<file path="config.mk">
export PLATFORM = sky130hd
export DESIGN_NAME = lc3b_mem_arbiter
export DESIGN_NICKNAME = d
export VERILOG_FILES = /design/src/lc3b_mem_params.svh /design/src/lc3b_mem_pkg.sv /design/src/lc3b_mem_arbiter.sv
export SDC_FILE = /design/constraint.sdc
export NUM_CORES = 1
export LEC_CHECK = 0
export BUFFER_PORTS_ARGS = -buffer_cell sky130_fd_sc_hd__buf_4
export CAP_MARGIN = 20
export CORE_AREA = 5 5 314 316
export CTS_CLUSTER_SIZE = 40
export DETAILED_ROUTE_END_ITERATION = 6
export DIE_AREA = 0 0 319 321
export PLACE_DENSITY = 0.3
export RECOVER_POWER = 25
export SYNTH_ARGS = -nofsm -noshare
export SYNTH_HDL_FRONTEND = slang
export SYNTH_SLANG_ARGS = --single-unit
</file>
<file path="constraint.sdc">
create_clock -name clk -period 1.4 [get_ports clk]
set_input_delay 0.14 -clock clk [delete_from_list [all_inputs] [get_ports clk]]
set_output_delay 0.14 -clock clk [all_outputs]
set_load 0.02 [all_outputs]
</file>
<file path="src/lc3b_mem_params.svh">
`ifndef LC3B_MEM_PARAMS_SVH
`define LC3B_MEM_PARAMS_SVH

// number of sets in each first-level cache.
// This has to agree with the width of lc3b_index.
`define LC3B_L1_SETS 8

// memory access latency in cycles, at least 1.
`define LC3B_MEM_LATENCY 6

// memory size in lines, enough for the whole 16-bit byte space.
`define LC3B_MEM_WORDS 4096

`endif

</file>
<file path="src/lc3b_mem_pkg.sv">
`default_nettype none

package lc3b_mem_pkg;

	// processor address or data word.
	typedef logic [15:0] lc3b_word;

	// one cache line of eight words, word 0 in the low bits.
	typedef logic [127:0] lc3b_cache_line;

	// byte enables of a word store, bit 0 selects the low byte.
	typedef logic [1:0] lc3b_mem_wmask;

	// byte offset within a line.
	// Bits 3:1 pick the word and bit 0 picks the byte.
	typedef logic [3:0] lc3b_offset;

	// set index, address bits 6:4.
	typedef logic [2:0] lc3b_index;

	// tag, address bits 15:7.
	typedef logic [8:0] lc3b_tag;

endpackage : lc3b_mem_pkg

`default_nettype wire

</file>
<file path="src/lc3b_mem_arbiter.sv">
`timescale 1ns/100ps
`default_nettype none

module lc3b_mem_arbiter (
	input  logic                         clk,
	input  logic                         rst_n,

	input  lc3b_mem_pkg::lc3b_word       icache_address,
	input  logic                         icache_read,
	input  logic                         icache_write,
	input  lc3b_mem_pkg::lc3b_cache_line icache_wdata,
	output lc3b_mem_pkg::lc3b_cache_line icache_rdata,
	output logic                         icache_mem_resp,

	input  lc3b_mem_pkg::lc3b_word       dcache_address,
	input  logic                         dcache_read,
	input  logic                         dcache_write,
	input  lc3b_mem_pkg::lc3b_cache_line dcache_wdata,
	output lc3b_mem_pkg::lc3b_cache_line dcache_rdata,
	output logic                         dcache_mem_resp,

	input  lc3b_mem_pkg::lc3b_cache_line l2_rdata,
	input  logic                         l2_mem_resp,
	output lc3b_mem_pkg::lc3b_word       l2_address,
	output lc3b_mem_pkg::lc3b_cache_line l2_wdata,
	output logic                         l2_read,
	output logic                         l2_write
);

	typedef enum logic [1:0] {
		grant_idle,
		grant_icache,
		grant_dcache
	} grant_t;

	grant_t state, state_next;

	always_comb begin
		l2_address      = '0;
		l2_wdata        = '0;
		l2_read         = 1'b0;
		l2_write        = 1'b0;
		icache_rdata    = '0;
		icache_mem_resp = 1'b0;
		dcache_rdata    = '0;
		dcache_mem_resp = 1'b0;
		state_next      = state;
		case (state)
			grant_idle: begin
				// instruction fetches take priority.
				if (icache_read) begin
					state_next = grant_icache;
				end else if (dcache_read || dcache_write) begin
					state_next = grant_dcache;
				end
			end
			grant_icache: begin
				l2_address      = icache_address;
				l2_wdata        = icache_wdata;
				l2_read         = icache_read;
				l2_write        = icache_write;
				icache_rdata    = l2_rdata;
				icache_mem_resp = l2_mem_resp;
				if (l2_mem_resp) begin
					state_next = grant_idle;
				end
			end
			grant_dcache: begin
				l2_address      = dcache_address;
				l2_wdata        = dcache_wdata;
				l2_read         = dcache_read;
				l2_write        = dcache_write;
				dcache_rdata    = l2_rdata;
				dcache_mem_resp = l2_mem_resp;
				if (l2_mem_resp) begin
					state_next = grant_idle;
				end
			end
			default: begin
				state_next = grant_idle;
			end
		endcase
	end

	always_ff @(posedge clk) begin
		if (!rst_n) begin
			state <= grant_idle;
		end else begin
			state <= state_next;
		end
	end

	// the granted cache keeps its request up until memory answers.
	a_grant_requested: assert property (@(posedge clk) disable iff (!rst_n)
		(state != grant_idle) |-> (l2_read || l2_write));

endmodule : lc3b_mem_arbiter

`default_nettype wire

</file>
==> results.py <==
metrics = {
    "synth": {
        "synth_fp_nets": 1070,
        "ys_seq_area_share_pct": 0.921,
        "synth_top_family_by_area": "simple AND/OR/NAND/NOR gates",
        "synth_cells": 644,
        "synth_mux_area_share_pct": 0,
        "yosys.area_share.simple_pct": 58.7,
        "syn_area_mm2": 0.00435,
        "ys_warn_count": 0,
        "syn_area_per_cell_um2": 6.75,
        "synth-xor-area-share_pct": 0,
        "synth.ff_latch_count": 2,
        "synth_compound_area_share_pct": 27.1,
        "ys_types": 18,
        "synth_fa_ha_area_share_pct": 0.864,
    },
    "pwr": {
        "peakVddDrop_mv": 0.261,
        "pwr_density_cell_mw_per_mm2": 572,
        "p_clk_share_pct": 5.5,
        "swShare_pct": 47.8,
        "total_power_mw": 7.80,
        "power_frac_seq_pct": 0.9,
        "leakagePower_nw": 6.13,
        "p_int_mw": 4.07,
        "combPwrFrac_pct": 93.6,
        "p_switching_mw": 3.73,
    },
    "clock_network": {
        "cts_tree": "built",
        "clock_path_buffers": 2,
        "ctsHoldBuffers": 0,
        "insertion_delay_ns": 0.22,
        "cts.htree.levels": 1,
        "clock-sinks": 2,
        "numCtsBuffers": 3,
        "clkSlewWorstSetupHoldPaths_ns": 0.03,
        "clock-root-buffer": "clkbuf_16",
    },
    "flow_run": {
        "maxCapViolCount": 0,
    },
    "sta": {
        "min_period_ns": 1.87,
        "tightest_slew_ns": 0.308,
        "finClkSkew_ns": 0.00277,
        "setup_violations": 406,
        "final_hold_viol_count": 0,
        "hold_slack_ns": 0.171,
        "post-route-period-util_pct": 134,
        "worst_slack_ns": -0.475,
        "slew_headroom_pct": 79.4,
        "tns_ns": -139.93,
        "finalMaxSlewViolations": 0,
        "fmax_mhz": 533,
        "rsz0062_at_grt": "yes",
    },
    "final_layout": {
        "drive_above_1_share_pct": 76.4,
        "stdcell_area_mm2": 0.0136,
        "area.growth.synth_to_final_pct": 214,
        "largest_reg_flops": 2,
        "reg_top3": "state (2)",
        "layout.cells.most_common_list": "820 x buf_4, 257 x and2_1, 132 x nor2b_2",
        "layout_commonest_cell": "buf_4",
        "final_core_util_pct": 14.2,
        "num-nets-final": 1908,
        "regMostFlops": "state",
    },
    "outcome": {
        "violations": "setup timing",
        "status": "complete, but fails checks",
    },
    "routing": {
        "routed.top_layer": "met5",
        "wl_um": 56800,
        "post_drt_wl_per_cell_um": 20.6,
        "drt_pre_antenna_iters": 4,
        "route.detailed.drc": 0,
        "wl_met1_um": 24300,
        "dr_wl_met3_um": 4420,
        "final_antenna_net_count": 0,
        "viasPerCell": 2.96,
        "drt_first_iter_violations": 349,
        "met2_length_um": 27500,
        "vias": 8174,
    },
    "die": {
        "ios": 827,
        "die_area_mm2": 0.102,
        "core_mm2": 0.0957,
        "initial_core_util_pct": 4.54,
        "dieWidth_um": 319,
        "die_h_um": 321,
        "rows": 114,
    },
    "critical_path": {
        "arrival_ns": 1.73,
        "r2r_cells": 6,
        "cp_max_fo": 8,
        "critical_path_class": "reg2out",
        "cpMostUsedCell": "buf_6",
        "cp_slowest_cell": "dfxtp_2",
        "end_kind": "output port",
        "start_kind": "flip-flop",
        "required_ns": 1.26,
        "cp_cell_sequence": "buf_6, ha_4, buf_6, bufbuf_16, a22oi_2, nor2b_4, buf_6",
        "cp_slowest_stage_delay_ns": 0.32,
    },
    "worst_hold_path": {
        "hp-class": "in2reg",
        "hold_depth": 2,
    },
    "global_route": {
        "grt_pass1_wl_um": 72300,
        "grt_antenna_before_repair": 16,
        "grt_pass1_vias": 8781,
        "grtUsageTotal_pct": 9.87,
        "grt_max_degree": 66,
        "overflow": 0,
    },
    "placement": {
        "placed_cell_area_mm2": 0.0127,
        "numPortBuffers": 826,
        "dp_hpwl_um": 49800,
        "place_congestion": 0.927,
    },
}
-- cells in the mapped netlist (all sizes together) --
| cell type | instances | area, µm² |
|---|---|---|
| nor2b | 148 | 926 |
| clkbuf | 41 | 185 |
| a21oi | 1 | 5.00 |
| a22oi | 146 | 1150 |
| o211a | 1 | 10.0 |
| dfxtp | 2 | 40.0 |
| ha | 3 | 37.5 |
| nand2b | 1 | 6.26 |
| and2 | 258 | 1610 |
| inv | 2 | 7.51 |
| buf | 37 | 349 |
| o21ai | 3 | 15.0 |
| nor2 | 1 | 3.75 |
-- final timing paths --
| path | to | slack (ns) | start |
|---|---|---|---|
| setup / recovery | l2_wdata[9] | -0.47 | state[0]$_SDFFE_PN0P_ |
| hold / removal | state[1]$_SDFFE_PN0P_ | 0.17 | rst_n |
| setup reg to reg | state[1]$_SDFFE_PN0P_ | -0.19 | state[1]$_SDFFE_PN0P_ |
| hold reg to reg | state[0]$_SDFFE_PN0P_ | 0.62 | state[0]$_SDFFE_PN0P_ |
-- cell type report --
cell class	instances	area [µm²]
Tap cell	1276	1600
Sequential cell	2	42.5
Timing Repair Buffer	911	7410
Fill cell	11127	82100
Multi-Input combinational cell	562	4490
Clock buffer	3	75.1
Antenna cell	3	7.51
Inverter	2	7.51
-- metrics by stage --
step / worst slack, ns / cells
floorplan: -0.0510 / 644
global placement: -0.481 / 2741
detailed placement: -0.463 / 2741
CTS: -0.488 / 2744
global route: -0.527 / 2756
finish: -0.475 / 2759
-- power groups by stage --
stage	clock, mW	combinational, mW	sequential, mW
6_report	0.427	7.30	0.0738
5_1_grt	0.448	7.75	0.0743
4_1_cts	0.438	7.05	0.0739
2_1_floorplan	0	3.30	0.0692
3_3_place_gp	0	6.73	0.0711
3_5_place_dp	0	6.72	0.0703
-- kinds of logic (layout without fill, tap and decap cells) --
group / count (synthesis) / in the layout
adders and majority gates: 3 / 3
and+or+nand+nor: 408 / 408
DFF: 2 / 2
buffers and inverters: 80 / 916
other: 0 / 3
AOI/OAI and AO/OA: 151 / 151
-- metal layers --
layer	up-vias	global-route usage, %
li1	3850	-
met1	3821	12.4
met2	469	17.2
met3	32	3.06
met4	2	1.13
met5	-	0
-- critical path, delay by kind of cell (launching register included) --
family,cells,cell delay (ns)
compound gates,1,0.23
flops,1,0.32
fa+ha+maj,1,0.19
simple gates,1,0.09
buf+inv,4,0.67
-- timing repair --
| action | CTS | global route |
|---|---|---|
| pin swaps | 5 | 6 |
| setup endpoints to repair | 406 | 406 |
| cloned | 1 | 3 |
| setup buffers | 1 | 9 |
| resized for setup | 108 | 51 |
Power figures use the tool's default switching activity.
